<file path="config.mk">
export PLATFORM = sky130hd
export DESIGN_NAME = system_monitor
export DESIGN_NICKNAME = d
export VERILOG_FILES = /design/src/verilog/monitor_pkg.sv /design/src/verilog/button_input.sv /design/src/verilog/backlight_control.sv /design/src/verilog/battery_average.sv /design/src/verilog/battery_indicator.sv /design/src/verilog/backlight_pwm.sv /design/src/verilog/system_monitor.sv
export SDC_FILE = /design/constraint.sdc
export NUM_CORES = 1
export LEC_CHECK = 0
export BUFFER_PORTS_ARGS = -buffer_cell sky130_fd_sc_hd__buf_2
export CORE_MARGIN = 5
export CORE_UTILIZATION = 60
export DETAILED_ROUTE_END_ITERATION = 7
export GPL_ROUTABILITY_DRIVEN = 0
export PLACE_DENSITY = 0.92
export SLEW_MARGIN = 30
export SYNTH_ARGS = -nofsm -noshare
export SYNTH_HDL_FRONTEND = slang
export SYNTH_HIERARCHICAL = 1
export SYNTH_SLANG_ARGS = --single-unit
</file>
<file path="constraint.sdc">
create_clock -name clk -period 4.5 [get_ports clk]
set_input_delay 1.125 -clock clk [delete_from_list [all_inputs] [get_ports clk]]
set_output_delay 1.125 -clock clk [all_outputs]
set_load 0.01 [all_outputs]
</file>
<file path="src/verilog/monitor_pkg.sv">
// Widths, voltage thresholds, button patterns and the button, pad event and LED structs
`default_nettype none

package monitor_pkg;

    localparam int VOLT_WIDTH  = 14;
    localparam int LEVEL_WIDTH = 4;
    localparam int HISTORY_LEN = 16;
    localparam int SYNC_STAGES = 2;
    localparam int AVG_SHIFT   = 8;                        // 256 samples per average
    localparam int SUM_WIDTH   = VOLT_WIDTH + AVG_SHIFT;
    localparam int PWM_WIDTH   = 8;
    localparam int DUTY_SHIFT  = 4;

    // Buttons with a history window
    localparam int NUM_WATCHED = 3;
    localparam int WATCH_LEFT  = 0;
    localparam int WATCH_RIGHT = 1;
    localparam int WATCH_MENU  = 2;

    typedef logic [VOLT_WIDTH-1:0]  volt_t;
    typedef logic [LEVEL_WIDTH-1:0] level_t;

    localparam level_t LEVEL_MAX = 4'd15;

    // One released sample, then fifteen pressed ones
    localparam logic [HISTORY_LEN-1:0] PRESS_PATTERN   = {1'b1, {(HISTORY_LEN-1){1'b0}}};
    localparam logic [HISTORY_LEN-1:0] RELEASE_PATTERN = ~PRESS_PATTERN;

    localparam volt_t VOLT_VALID_MIN = 14'd700;            // About 1.8 V
    localparam volt_t LOWPOWER_ENTER = 14'd979;            // 2.55 V
    localparam volt_t LOWPOWER_EXIT  = 14'd1293;           // 3.4 V
    localparam volt_t FULL_LI        = 14'd1423;           // 3.75 V
    localparam volt_t FULL_AA        = 14'd1367;           // 3.6 V
    localparam volt_t RED_LI         = 14'd1182;           // 3.1 V
    localparam volt_t RED_AA         = 14'd1071;           // 2.8 V

    // Levels are active low, 0 = pressed
    typedef struct packed {
        logic a;
        logic b;
        logic select;
        logic start;
        logic up;
        logic down;
        logic left;
        logic right;
        logic menu;
    } buttons_t;

    typedef struct packed {
        logic left_press;                                  // One-cycle pulse
        logic right_press;                                 // One-cycle pulse
        logic menu_held;                                   // Level
    } pad_events_t;

    typedef struct packed {
        logic red;
        logic white;
    } leds_t;

endpackage

`default_nettype wire

</file>
<file path="src/verilog/button_input.sv">
// Button synchronisers, history windows, pad step events and the menu toggle
`timescale 1ns/1ps
`default_nettype none

module button_input (
    input  wire                          clk,
    input  wire                          reset,
    input  wire monitor_pkg::buttons_t   btn,
    output monitor_pkg::pad_events_t     events,
    output logic                         menu_open
);

    import monitor_pkg::*;

    buttons_t [SYNC_STAGES-1:0]             sync_q;
    buttons_t                               btn_s;
    logic [NUM_WATCHED-1:0]                 watched;
    logic [NUM_WATCHED-1:0][HISTORY_LEN-1:0] hist_q;
    logic [NUM_WATCHED-1:0]                 pressed;
    logic                                   menu_released;
    logic                                   others_down;
    logic                                   menu_armed_q;

    assign btn_s = sync_q[SYNC_STAGES-1];

    assign watched[WATCH_LEFT]  = btn_s.left;
    assign watched[WATCH_RIGHT] = btn_s.right;
    assign watched[WATCH_MENU]  = btn_s.menu;

    // Released is 1, so reset fills everything with ones
    always_ff @(posedge clk or posedge reset) begin
        if (reset) begin
            sync_q <= '1;
            hist_q <= '1;
        end else begin
            sync_q <= {sync_q[SYNC_STAGES-2:0], btn};
            for (int i = 0; i < NUM_WATCHED; i++) begin
                hist_q[i] <= {hist_q[i][HISTORY_LEN-2:0], watched[i]}; // Oldest at top
            end
        end
    end

    always_comb begin
        for (int i = 0; i < NUM_WATCHED; i++) begin
            pressed[i] = (hist_q[i] == PRESS_PATTERN);
        end
    end

    assign menu_released = (hist_q[WATCH_MENU] == RELEASE_PATTERN);

    // Any button other than menu held down
    assign others_down = ~&{btn_s.a, btn_s.b, btn_s.select, btn_s.start,
                            btn_s.up, btn_s.down, btn_s.left, btn_s.right};

    assign events.left_press  = pressed[WATCH_LEFT];
    assign events.right_press = pressed[WATCH_RIGHT];
    assign events.menu_held   = ~btn_s.menu;

    // Press arms, settled release toggles, other buttons cancel
    always_ff @(posedge clk or posedge reset) begin
        if (reset) begin
            menu_armed_q <= 1'b0;
            menu_open    <= 1'b0;
        end else begin
            if (pressed[WATCH_MENU]) begin
                menu_armed_q <= 1'b1;
            end
            if (menu_released && menu_armed_q) begin
                menu_open    <= ~menu_open;
                menu_armed_q <= 1'b0;
            end
            if (others_down) begin
                menu_armed_q <= 1'b0;                      // Combo, not a menu tap
            end
        end
    end

endmodule

`default_nettype wire

</file>
<file path="src/verilog/backlight_control.sv">
// Backlight level register with pad stepping and AA low-power save and restore
`timescale 1ns/1ps
`default_nettype none

module backlight_control (
    input  wire                            clk,
    input  wire                            reset,
    input  wire monitor_pkg::pad_events_t  events,
    input  wire                            menu_open,
    input  wire monitor_pkg::volt_t        volt,
    input  wire                            bat_lithium,
    output monitor_pkg::level_t            level
);

    import monitor_pkg::*;

    logic   lowpower_q;
    level_t saved_q;
    logic   steps_enabled;
    logic   aa_valid;
    logic   enter_lowpower;
    logic   exit_lowpower;

    assign steps_enabled = ~menu_open & ~events.menu_held;

    // Thresholds only mean something for AA cells with a sane reading
    assign aa_valid       = ~bat_lithium && (volt >= VOLT_VALID_MIN);
    assign enter_lowpower = aa_valid && ~lowpower_q && (volt < LOWPOWER_ENTER);
    assign exit_lowpower  = aa_valid && lowpower_q && (volt > LOWPOWER_EXIT);

    always_ff @(posedge clk or posedge reset) begin
        if (reset) begin
            level      <= '0;
            lowpower_q <= 1'b0;
        end else begin
            if (steps_enabled && events.left_press && (level != '0)) begin
                level <= level - 1'b1;
            end
            if (steps_enabled && events.right_press && (level != LEVEL_MAX)) begin
                level <= level + 1'b1;
            end

            if (lowpower_q) begin
                level <= '0;                               // Overrides any step
            end

            if (enter_lowpower) begin
                lowpower_q <= 1'b1;
            end else if (exit_lowpower) begin
                lowpower_q <= 1'b0;
                level      <= saved_q;                     // Back to the old level
            end
        end
    end

    // Level in force when low power was entered
    always_ff @(posedge clk) begin
        if (enter_lowpower) begin
            saved_q <= level;
        end
    end

endmodule

`default_nettype wire

</file>
<file path="src/verilog/battery_average.sv">
// Battery voltage averaging over groups of 256 ADC samples
`timescale 1ns/1ps
`default_nettype none

module battery_average (
    input  wire                      clk,
    input  wire                      reset,
    input  wire                      adc_valid,
    input  wire monitor_pkg::volt_t  adc_value,
    output monitor_pkg::volt_t       volt,
    output logic                     volt_update
);

    import monitor_pkg::*;

    logic [SUM_WIDTH-1:0] sum_q;
    logic [SUM_WIDTH-1:0] sum_next;
    logic [AVG_SHIFT-1:0] count_q;
    logic                 group_done;

    assign sum_next   = sum_q + SUM_WIDTH'(adc_value);
    assign group_done = adc_valid && (count_q == '1);      // 256th sample

    always_ff @(posedge clk or posedge reset) begin
        if (reset) begin
            sum_q       <= '0;
            count_q     <= '0;
            volt        <= '0;
            volt_update <= 1'b0;
        end else begin
            volt_update <= 1'b0;
            if (adc_valid) begin
                count_q <= count_q + 1'b1;                 // Wraps to 0 with the group
                sum_q   <= group_done ? '0 : sum_next;
            end
            if (group_done) begin
                volt        <= sum_next[SUM_WIDTH-1:AVG_SHIFT];
                volt_update <= 1'b1;
            end
        end
    end

endmodule

`default_nettype wire

</file>
<file path="src/verilog/battery_indicator.sv">
// Low-battery flag, blinking red LED and white charge LED
`timescale 1ns/1ps
`default_nettype none

module battery_indicator (
    input  wire                      clk,
    input  wire                      reset,
    input  wire monitor_pkg::volt_t  volt,
    input  wire                      charging,
    input  wire                      bat_lithium,
    input  wire                      second_tick,
    output logic                     low_battery,
    output monitor_pkg::leds_t       leds
);

    import monitor_pkg::*;

    volt_t full_level;
    volt_t red_level;
    logic  blink_q;
    logic  volt_valid;
    logic  below_red;
    logic  below_full;

    assign full_level = bat_lithium ? FULL_LI : FULL_AA;
    assign red_level  = bat_lithium ? RED_LI : RED_AA;

    assign volt_valid = (volt >= VOLT_VALID_MIN);
    assign below_red  = volt_valid && ~charging && (volt < red_level);
    assign below_full = volt_valid && charging && bat_lithium && (volt < full_level);

    always_ff @(posedge clk or posedge reset) begin
        if (reset) begin
            blink_q     <= 1'b0;
            low_battery <= 1'b0;
            leds        <= '0;
        end else begin
            if (second_tick) begin
                blink_q <= ~blink_q;
            end
            low_battery <= below_red;
            leds.red    <= below_red && blink_q;           // 1 s on, 1 s off
            leds.white  <= below_full;                     // Lithium still charging
        end
    end

endmodule

`default_nettype wire

</file>
<file path="src/verilog/backlight_pwm.sv">
// Backlight PWM, free-running counter compared against the scaled level
`timescale 1ns/1ps
`default_nettype none

module backlight_pwm (
    input  wire                       clk,
    input  wire                       reset,
    input  wire monitor_pkg::level_t  level,
    output logic                      lcd_pwm
);

    import monitor_pkg::*;

    logic [PWM_WIDTH-1:0] count_q;
    logic [PWM_WIDTH-1:0] duty;

    assign duty = {level, {DUTY_SHIFT{1'b0}}};             // Level times 16

    always_ff @(posedge clk or posedge reset) begin
        if (reset) begin
            count_q <= '0;
        end else begin
            count_q <= count_q + 1'b1;
        end
    end

    // High for duty + 1 counts per period
    assign lcd_pwm = (count_q <= duty);

endmodule

`default_nettype wire

</file>
<file path="src/verilog/system_monitor.sv">
// Housekeeping top level joining buttons, backlight and battery monitoring
`timescale 1ns/1ps
`default_nettype none

module system_monitor (
    input  wire                          clk,
    input  wire                          reset,
    input  wire monitor_pkg::buttons_t   btn,
    input  wire                          adc_valid,
    input  wire monitor_pkg::volt_t      adc_value,
    input  wire                          second_tick,
    input  wire                          charging,
    input  wire                          bat_lithium,
    output logic                         menu_open,
    output monitor_pkg::level_t          level,
    output logic                         lcd_pwm,
    output logic                         low_battery,
    output monitor_pkg::leds_t           leds,
    output monitor_pkg::volt_t           volt
);

    import monitor_pkg::*;

    pad_events_t events;

    button_input buttons_i (
        .clk       (clk),
        .reset     (reset),
        .btn       (btn),
        .events    (events),
        .menu_open (menu_open)
    );

    backlight_control control_i (
        .clk         (clk),
        .reset       (reset),
        .events      (events),
        .menu_open   (menu_open),
        .volt        (volt),
        .bat_lithium (bat_lithium),
        .level       (level)
    );

    battery_average average_i (
        .clk         (clk),
        .reset       (reset),
        .adc_valid   (adc_valid),
        .adc_value   (adc_value),
        .volt        (volt),
        .volt_update ()                                    // No consumer here
    );

    battery_indicator indicator_i (
        .clk         (clk),
        .reset       (reset),
        .volt        (volt),
        .charging    (charging),
        .bat_lithium (bat_lithium),
        .second_tick (second_tick),
        .low_battery (low_battery),
        .leds        (leds)
    );

    backlight_pwm pwm_i (
        .clk     (clk),
        .reset   (reset),
        .level   (level),
        .lcd_pwm (lcd_pwm)
    );

endmodule

`default_nettype wire

</file>
==> impl_metrics.json, run 1 <==
{
  "status": "complete, no violations",
  "rsz0062_at_grt": "no",
  "synth_area_per_cell_um2": 11.71,
  "antenna_left": 0,
  "regToRegSetupSlack_ps": 2040,
  "finalPower_mw": 3.795,
  "reg2reg_depth": 7,
  "syn_inst": 511,
  "via_count": 4392,
  "clockPowerShare_pct": 36.8,
  "cts_root_buf": "clkbuf_8",
  "placed_cell_area_mm2": 0.006392,
  "fin_worst_skew_ps": 7.783,
  "min_path_type": "flop to flop",
  "power.density_mw_per_mm2": 541.7,
  "synth_nets": 570,
  "grt.met1_usage_pct": 29.43,
  "p_seq_share_pct": 39.8,
  "area_delta_synth_final_pct": 17.13,
  "path_class": "flop to primary output",
  "yosysWarnings": 6,
  "grt_busiest_layer": "met2",
  "grt_max_degree": 54,
  "fillerInstances": 592,
  "internal-power_mw": 2.648,
  "setup_viol": 0,
  "setup_tns_ps": 0,
  "cap_violations": 0,
  "fp.dieH_um": 109.9,
  "design_area_mm2": 0.007007,
  "antenna_found_initial": 0,
  "cp_num_buf_inv": 2,
  "grt_usage_pct": 24.17,
  "worst_pin_slew_ps": 832.8,
  "hold_buffers": 0,
  "syn_area_mm2": 0.005982,
  "path_max_fanout": 10,
  "grt_pass1_wl_um": 22160,
  "wl_per_cell_um": 18.61,
  "gr-usage-met2_pct": 39.73,
  "leakagePower_nw": 3.160,
  "r2r_end": "average_i/sum_q[17]",
  "place_hpwl_um": 8266,
  "gr-usage-met3_pct": 6.048,
  "slowest_stage": "dfrtp_1",
  "wl_um": 13420,
  "slew_headroom_pct": 44.15,
  "cts_tree": "yes",
  "initial_utilization_pct": 61.48,
  "p_sw_share_pct": 30.23,
  "crit_start": "control_i/level[3]",
  "clockBufferDepth": 2,
  "num_rows": 36,
  "die_area_mm2": 0.01207,
  "crit_chain": "inv_1, ha_1, nand3_1, nor4_1, a21o_1, buf_2",
  "cts_setup_buffers": 0,
  "combPwrFrac_pct": 23.4,
  "path_clk_slew_ps": 60,
  "overflow": 0,
  "cp.required_ps": 3380,
  "worstSetupStartpointType": "flop",
  "timing.fmax_mhz": 315.6,
  "core_area_mm2": 0.009729,
  "clkLatencyLatePin_ps": 530,
  "vias_per_cell": 6.092,
  "antenna_cells": 0,
  "path_depth": 6,
  "critPathTopFamily": "flip-flops",
  "design.portCount": 52,
  "die_w_um": 109.9,
  "cts_resized": 0,
  "finalNetCount": 634,
  "r2r_start": "average_i/count_q[0]",
  "cts_made_buffers": 17,
  "drc": 0,
  "post-route-min-period_ps": 3169,
  "htreeDepth": 4,
  "finalCritPeriodShare_pct": 70.42,
  "dr.pass1.iters": 6,
  "worstSetupEndpoint": "lcd_pwm",
  "final_max_slew_viol_count": 0,
  "grt_pass1_vias": 4596,
  "vdd_drop_max_mv": 0.3503,
  "slowest_delay_ps": 550,
  "drive_above_1_share_pct": 29.76,
  "worstPathArrival_ps": 2040,
  "endpoint_kind": "primary output",
  "final-hold-violation-count": 0,
  "io_buffers": 51,
  "power.switching_mw": 1.147,
  "numClockSinks": 133,
  "drt_iter0_markers": 336
}
==> stage by stage <==
stage,util [%],instances,hold slack [ps],setup slack [ps]
floorplan,-,511,345.2,1540
global placement,65.70,689,345.9,1324
detailed placement,65.70,689,346.8,1256
CTS,72.00,721,353.6,1345
global route,72.02,721,359.8,1256
finish,72.02,721,353.6,1331
==> power groups by stage <==
stage          Combinational [mW]  Sequential [mW]  Clock [mW]
6_report                    0.887             1.51        1.40
5_1_grt                     0.979             1.53        1.47
4_1_cts                     0.877             1.51        1.41
3_5_place_dp                0.845             1.52           0
3_3_place_gp                0.805             1.51           0
2_1_floorplan               0.690             1.49           0
==> registers in the layout, indices dropped and copies added, names as in the netlist <==
signal and flops:
buttons_i/btn_s 9, average_i/volt 14, indicator_i/low_battery 1, indicator_i/blink_q 1, buttons_i/menu_armed_q 1, control_i/lowpower_q 1
buttons_i/hist_q 48, control_i/level 4, indicator_i/leds 2, buttons_i/menu_open 1, control_i/saved_q 4, average_i/sum_q 22
average_i/count_q 8, buttons_i/sync_q 9, pwm_i/count_q 8
==> worst min-delay path by stage <==
stage	cells past startpoint	endpoint	slack, ps	start
after floorplan	0	buttons_i/btn_s[0]	350	buttons_i/sync_q[0]
final	0	buttons_i/btn_s[4]	350	buttons_i/sync_q[4]
after global routing	0	buttons_i/btn_s[4]	360	buttons_i/sync_q[4]
after global placement	0	buttons_i/btn_s[4]	350	buttons_i/sync_q[4]
after CTS	0	buttons_i/btn_s[4]	350	buttons_i/sync_q[4]
after detailed placement	0	buttons_i/btn_s[4]	350	buttons_i/sync_q[4]
==> layer usage <==
| metal | wire, um | up-vias |
|---|---|---|
| met5 | 0 | - |
| met1 | 5379 | 2187 |
| met3 | 812 | 43 |
| li1 | - | 1970 |
| met4 | 426 | 0 |
| met2 | 6798 | 192 |
==> layout by cell type, fill, tap and decap left out, types with 4 or more instances in the layout <==
cell and count:
a211o_1 4, a21o_1 10, a21oi_1 23, and3_1 4, and4_1 5, buf_2 51
clkbuf_16 20, dfrtp_1 63, dfstp_2 66, edfxtp_1 4, ha_1 29, inv_1 28
nand2_1 47, nand3_1 23, nand4_1 8, nor2_1 20, nor2b_1 4, nor3_1 7
nor4_1 8, nor4b_1 4, o21ai_0 27, o2bb2ai_1 12, or3_1 7, xnor2_1 23
xor2_1 12
==> cell type report <==
| type | instances | area [um2] | share of cell area (%) |
|---|---|---|---|
| Sequential cell | 133 | 3431 | 48.96 |
| Timing Repair Buffer | 54 | 277.8 | 3.964 |
| Clock inverter | 7 | 73.82 | 1.054 |
| Clock buffer | 25 | 539.3 | 7.696 |
| Inverter | 29 | 110.1 | 1.571 |
| Tap cell | 133 | 166.4 | 2.375 |
| Multi-Input combinational cell | 340 | 2409 | 34.38 |
Note: power is estimated with default switching activity, not from simulation.
==> run 2: changes to the inputs <==
CORE_UTILIZATION = 59   (was 60)
PLACE_DENSITY = 0.91   (was 0.92)
clock period = 3.15 ns   (was 4.5 ns; I/O delays follow)
==> run 2 against run 1 <==
Effect of this change:
- total power up 45%
- sequential cell count stayed put
- via count up 2.1%
- critical path depth unchanged
- sequential share of layout area shrank 0.29 points
- first-iteration DRC count increased by 5.4%
- core utilization down 0.24 points
- die area grew 1.5%
- critical path type unchanged
- critical endpoint unchanged
- sequential power up 44%
==> impl_metrics.json, run 2 (synthesized netlist as in run 1, its figures left out) <==
{
  "cts_tree": "yes",
  "path_clk_slew_ps": 70,
  "worst_pin_slew_ps": 831.1,
  "vdd_drop_max_mv": 0.5293,
  "status": "complete, no violations",
  "numClockSinks": 133,
  "drt_iter0_markers": 354,
  "slowest_delay_ps": 560,
  "fillerInstances": 634,
  "cp.required_ps": 2360,
  "finalNetCount": 637,
  "grt_max_degree": 35,
  "antenna_cells": 0,
  "cts_setup_buffers": 0,
  "slew_headroom_pct": 44.26,
  "cts_resized": 0,
  "place_hpwl_um": 8739,
  "initial_utilization_pct": 60.92,
  "drive_above_1_share_pct": 30.80,
  "path_max_fanout": 10,
  "grt_pass1_vias": 4765,
  "via_count": 4485,
  "rsz0062_at_grt": "no",
  "drc": 0,
  "fp.dieH_um": 110.7,
  "cts_root_buf": "clkbuf_8",
  "setup_tns_ps": 0,
  "htreeDepth": 4,
  "io_buffers": 51,
  "worstPathArrival_ps": 2120,
  "mostFrequentLayoutCell": "dfstp_2",
  "cap_violations": 0,
  "cts_made_buffers": 17,
  "reg_top3": "buttons_i/hist_q: 48 flops, average_i/sum_q: 22 flops, average_i/volt: 14 flops",
  "final-hold-violation-count": 0,
  "finalCritPeriodShare_pct": 92.24,
  "vias_per_cell": 6.195,
  "crit_chain": "inv_1, ha_1, nand3_1, nor4_1, a21o_1, buf_2",
  "clockBufferDepth": 2,
  "dr.pass1.iters": 5,
  "worstSetupStartpointType": "flop",
  "top_register": "buttons_i/hist_q",
  "min_path_type": "primary input to async pin",
  "mostFrequentLayoutCells": "dfstp_2 (66), dfrtp_1 (63), buf_2 (51)",
  "slowest_stage": "dfrtp_1",
  "fin_worst_skew_ps": 10.72,
  "area_delta_synth_final_pct": 17.82,
  "timing.fmax_mhz": 344.2,
  "antenna_found_initial": 0,
  "clkLatencyLatePin_ps": 540,
  "die_area_mm2": 0.01225,
  "wl_um": 14080,
  "core_area_mm2": 0.009819,
  "final_max_slew_viol_count": 0,
  "finalPower_mw": 5.505,
  "path_class": "flop to primary output",
  "num_rows": 36,
  "die_w_um": 110.7,
  "post-route-min-period_ps": 2906,
  "overflow": 0,
  "endpoint_kind": "primary output",
  "leakagePower_nw": 3.187,
  "setup_viol": 0,
  "hold_buffers": 0,
  "antenna_left": 0,
  "largest_register_ffs": 48,
  "grt_pass1_wl_um": 23680,
  "design.portCount": 52,
  "ff_latch_area_mm2": 0.003431,
  "power.density_mw_per_mm2": 781.1,
  "grt_usage_pct": 24.15,
  "multi_input_area_mm2": 0.002409,
  "wl_per_cell_um": 19.45
}
## run 2: cell type report
cell class | count | share of cell area, %
clock buffers | 24 | 7.882
clock inverters | 8 | 1.101
inverters | 29 | 1.544
multi-input cells | 340 | 34.17
flip-flops and latches | 133 | 48.68
well taps | 133 | 2.361
repair buffers | 57 | 4.261
## run 2: per-stage QoR
step           util (%)  hold WS, ps  setup WS (ps)  instance area, um2  cells
3_5_place_dp      65.33        346.9          267.7                6415    692
3_3_place_gp      65.33        346.5          313.9                6415    692
2_1_floorplan         -        345.2          527.4                5982    511
4_1_cts           71.78        188.0          233.9                7048    724
5_1_grt           71.78        210.7          81.06                7048    724
6_report          71.78        212.9          244.3                7048    724
## run 2: worst paths after layout
check | start | end | slack (ps) | cells past startpoint
min in group clk | btn[4] | buttons_i/sync_q[4] | 350 | 1
hold reg to reg | buttons_i/sync_q[6] | buttons_i/btn_s[6] | 350 | 0
max in group asynchronous | reset | buttons_i/btn_s[8] | 2130 | 3
setup / recovery | control_i/level[3] | lcd_pwm | 240 | 6
setup reg to reg | average_i/sum_q[0] | average_i/volt[2] | 570 | 9
hold / removal | reset | indicator_i/blink_q | 210 | 2
## run 2: routing by layer
metal  share of wire [%]  vias up  global-route usage, %
li1                    -     1984                      -
met1                  39     2217                  28.28
met2                  52      229                  41.79
met3                 5.8       55                  6.605
met4                 3.4        0                  10.18
met5                   0        -                      0
## run 2: power by group
group          switching [mW]  internal [mW]  leakage [nW]
logic                   0.748          0.540          1.36
registers               0.188           1.98          1.51
clock network           0.748           1.30         0.318
total                    1.68           3.82          3.19
## run 2: critical path, delay by kind of cell (launching register included)
| kind | cells | cell delay (ps) |
|---|---|---|
| flip-flops | 1 | 560 |
| AO/OA/AOI/OAI | 1 | 130 |
| AND/OR/NAND/NOR | 2 | 350 |
| adder cells (fa/ha/maj) | 1 | 330 |
| buffers and inverters | 2 | 200 |
==> run 3: changes to the inputs <==
==> constraint.sdc (replaced) <==
create_clock -name clk -period 3.15 [get_ports clk]
set_input_delay 0.63 -clock clk [delete_from_list [all_inputs] [get_ports clk]]
set_output_delay 0.63 -clock clk [all_outputs]
set_load 0.01 [all_outputs]
==> run 3 against run 2 <==
Effect of this change:
- die area stayed put
- total power is 4.2% lower
- first-iteration DRC count is 0.85% higher
- clock power is 9% lower
- global-route usage is 1.9 points lower
- sequential cell count stayed put
- via count is 3.5% lower
- routed wire length is 8.1% lower
- combinational power hardly changed
==> impl_metrics.json, run 3 (synthesized netlist as in run 1, its figures left out) <==
{
  "status": "complete, no violations",
  "hold_ws_ps": 48.63,
  "leakagePower_nw": 3.141,
  "cts_resized": 0,
  "setup_viol": 0,
  "fin_worst_skew_ps": 9.773,
  "endpoint_kind": "primary output",
  "finalNetCount": 635,
  "setup_tns_ps": 0,
  "design_area_mm2": 0.006969,
  "r2r_start": "average_i/sum_q[0]",
  "clockPowerShare_pct": 35.2,
  "initial_utilization_pct": 60.92,
  "io_buffers": 51,
  "routed.top_layer": "met4",
  "post-route-min-period_ps": 2674,
  "cts_tree": "yes",
  "rsz0062_at_grt": "no",
  "mostFrequentLayoutCells": "dfstp_2 (66), dfrtp_1 (63), buf_2 (51)",
  "clkLatencyLatePin_ps": 520,
  "core_area_mm2": 0.009819,
  "clockBufferDepth": 2,
  "drive_above_1_share_pct": 30.39,
  "die_area_mm2": 0.01225,
  "timing.fmax_mhz": 373.9,
  "area_delta_synth_final_pct": 16.50,
  "vias_per_cell": 5.993,
  "dr_wl_met3_um": 660,
  "antenna_left": 0,
  "drt_iter0_markers": 357,
  "drc": 0,
  "numClockSinks": 133,
  "p_sw_share_pct": 32.78,
  "via_count": 4327,
  "power.switching_mw": 1.730,
  "critPathTopFamily": "flip-flops",
  "htreeDepth": 4,
  "worst_pin_slew_ps": 765.9,
  "dr.pass1.iters": 5,
  "cp_num_buf_inv": 2,
  "worstSetupEndpoint": "lcd_pwm",
  "grt_pass1_wl_um": 22320,
  "antenna_cells": 0,
  "cts_root_buf": "clkbuf_8",
  "wl_um": 12930,
  "cts_made_buffers": 17,
  "design.portCount": 52,
  "reg2reg_depth": 9,
  "slew_headroom_pct": 48.63,
  "grt_pass1_vias": 4591,
  "met1_length_um": 5334,
  "slowest_delay_ps": 560,
  "min_path_type": "primary input to async pin",
  "wl_per_cell_um": 17.91,
  "largest_register_ffs": 48,
  "vdd_drop_max_mv": 0.5428,
  "internal-power_mw": 3.547,
  "final-hold-violation-count": 0,
  "crit_start": "control_i/level[3]",
  "wl_met2_um": 6628,
  "grt_usage_pct": 22.23,
  "final_max_slew_viol_count": 0,
  "path_class": "flop to primary output",
  "path_max_fanout": 10,
  "regToRegSetupSlack_ps": 660,
  "top_register": "buttons_i/hist_q",
  "path_depth": 6,
  "place_hpwl_um": 8395,
  "worstSetupStartpointType": "flop",
  "slowest_stage": "dfrtp_1",
  "p_seq_share_pct": 40.8,
  "power.density_mw_per_mm2": 757.2,
  "worstPathArrival_ps": 2040,
  "overflow": 0,
  "cap_violations": 0,
  "combPwrFrac_pct": 24.0,
  "mostFrequentLayoutCell": "dfstp_2",
  "crit_chain": "inv_1, ha_1, nand3_1, nor4_1, a21o_1, buf_2",
  "grt_max_degree": 39,
  "placed_cell_area_mm2": 0.006412,
  "r2r_end": "average_i/sum_q[16]",
  "die_w_um": 110.7,
  "cp.required_ps": 2520,
  "antenna_found_initial": 0,
  "reg_top3": "buttons_i/hist_q: 48 flops, average_i/sum_q: 22 flops, average_i/volt: 14 flops",
  "hold_buffers": 0,
  "num_rows": 36,
  "cts_setup_buffers": 0,
  "fp.dieH_um": 110.7,
  "finalCritPeriodShare_pct": 84.90,
  "path_clk_slew_ps": 60
}
-- run 3: changes by cell type in the layout (fill, tap and decap cells not counted), moves of 2 or more --
cell / change
clkbuf_8: -2
buf_4: -3
clkinv_2: -3
inv_8: +4
inv_6: +6
clkbuf_16: -4
-- run 3: routing by layer --
metal  track usage (%)  vias to the layer above
met1             27.91                     2141
met2             36.53                      163
met5                 0                        -
li1                  -                     1988
met3             5.459                       35
met4             9.934                        0
-- run 3: through the flow --
stage | setup slack (ps) | power, mW | instances | utilization, %
finish | 475.6 | 5.277 | 722 | 70.97
global route | 395.5 | 5.559 | 722 | 70.97
CTS | 474.2 | 5.275 | 722 | 70.97
detailed placement | 397.7 | 3.381 | 690 | 65.30
global placement | 461.3 | 3.315 | 690 | 65.30
floorplan | 684.9 | 3.107 | 511 | -
-- run 3: power groups by stage --
stage | registers, mW | clock network [mW] | logic (mW)
after floorplan | 2.12 | 0 | 0.986
after global placement | 2.16 | 0 | 1.16
after detailed placement | 2.17 | 0 | 1.21
after CTS | 2.15 | 1.87 | 1.25
after global routing | 2.19 | 1.97 | 1.41
final | 2.15 | 1.86 | 1.27
-- run 3: worst min-delay path by stage --
stage	start	to
3_5_place_dp	buttons_i/sync_q[8]	buttons_i/btn_s[8]
2_1_floorplan	buttons_i/sync_q[0]	buttons_i/btn_s[0]
3_3_place_gp	buttons_i/sync_q[4]	buttons_i/btn_s[4]
5_1_grt	reset	indicator_i/low_battery
4_1_cts	reset	indicator_i/low_battery
6_report	reset	indicator_i/blink_q
-- run 3: area by class of cell --
type | instances | area (um2)
clock inverters | 14 | 128.9
flip-flops and latches | 133 | 3431
well taps | 133 | 166.4
inverters | 29 | 108.9
repair buffers | 55 | 297.8
multi-input cells | 340 | 2409
fillers | 655 | 2850
clock buffers | 18 | 427.9
-- run 3: worst register-to-register path, delay by kind of cell, from the launching register on --
| kind | cells | cell delay [ps] |
|---|---|---|
| compound gates | 5 | 700 |
| fa+ha+maj | 2 | 440 |
| simple gates | 2 | 900 |
| flops | 1 | 350 |
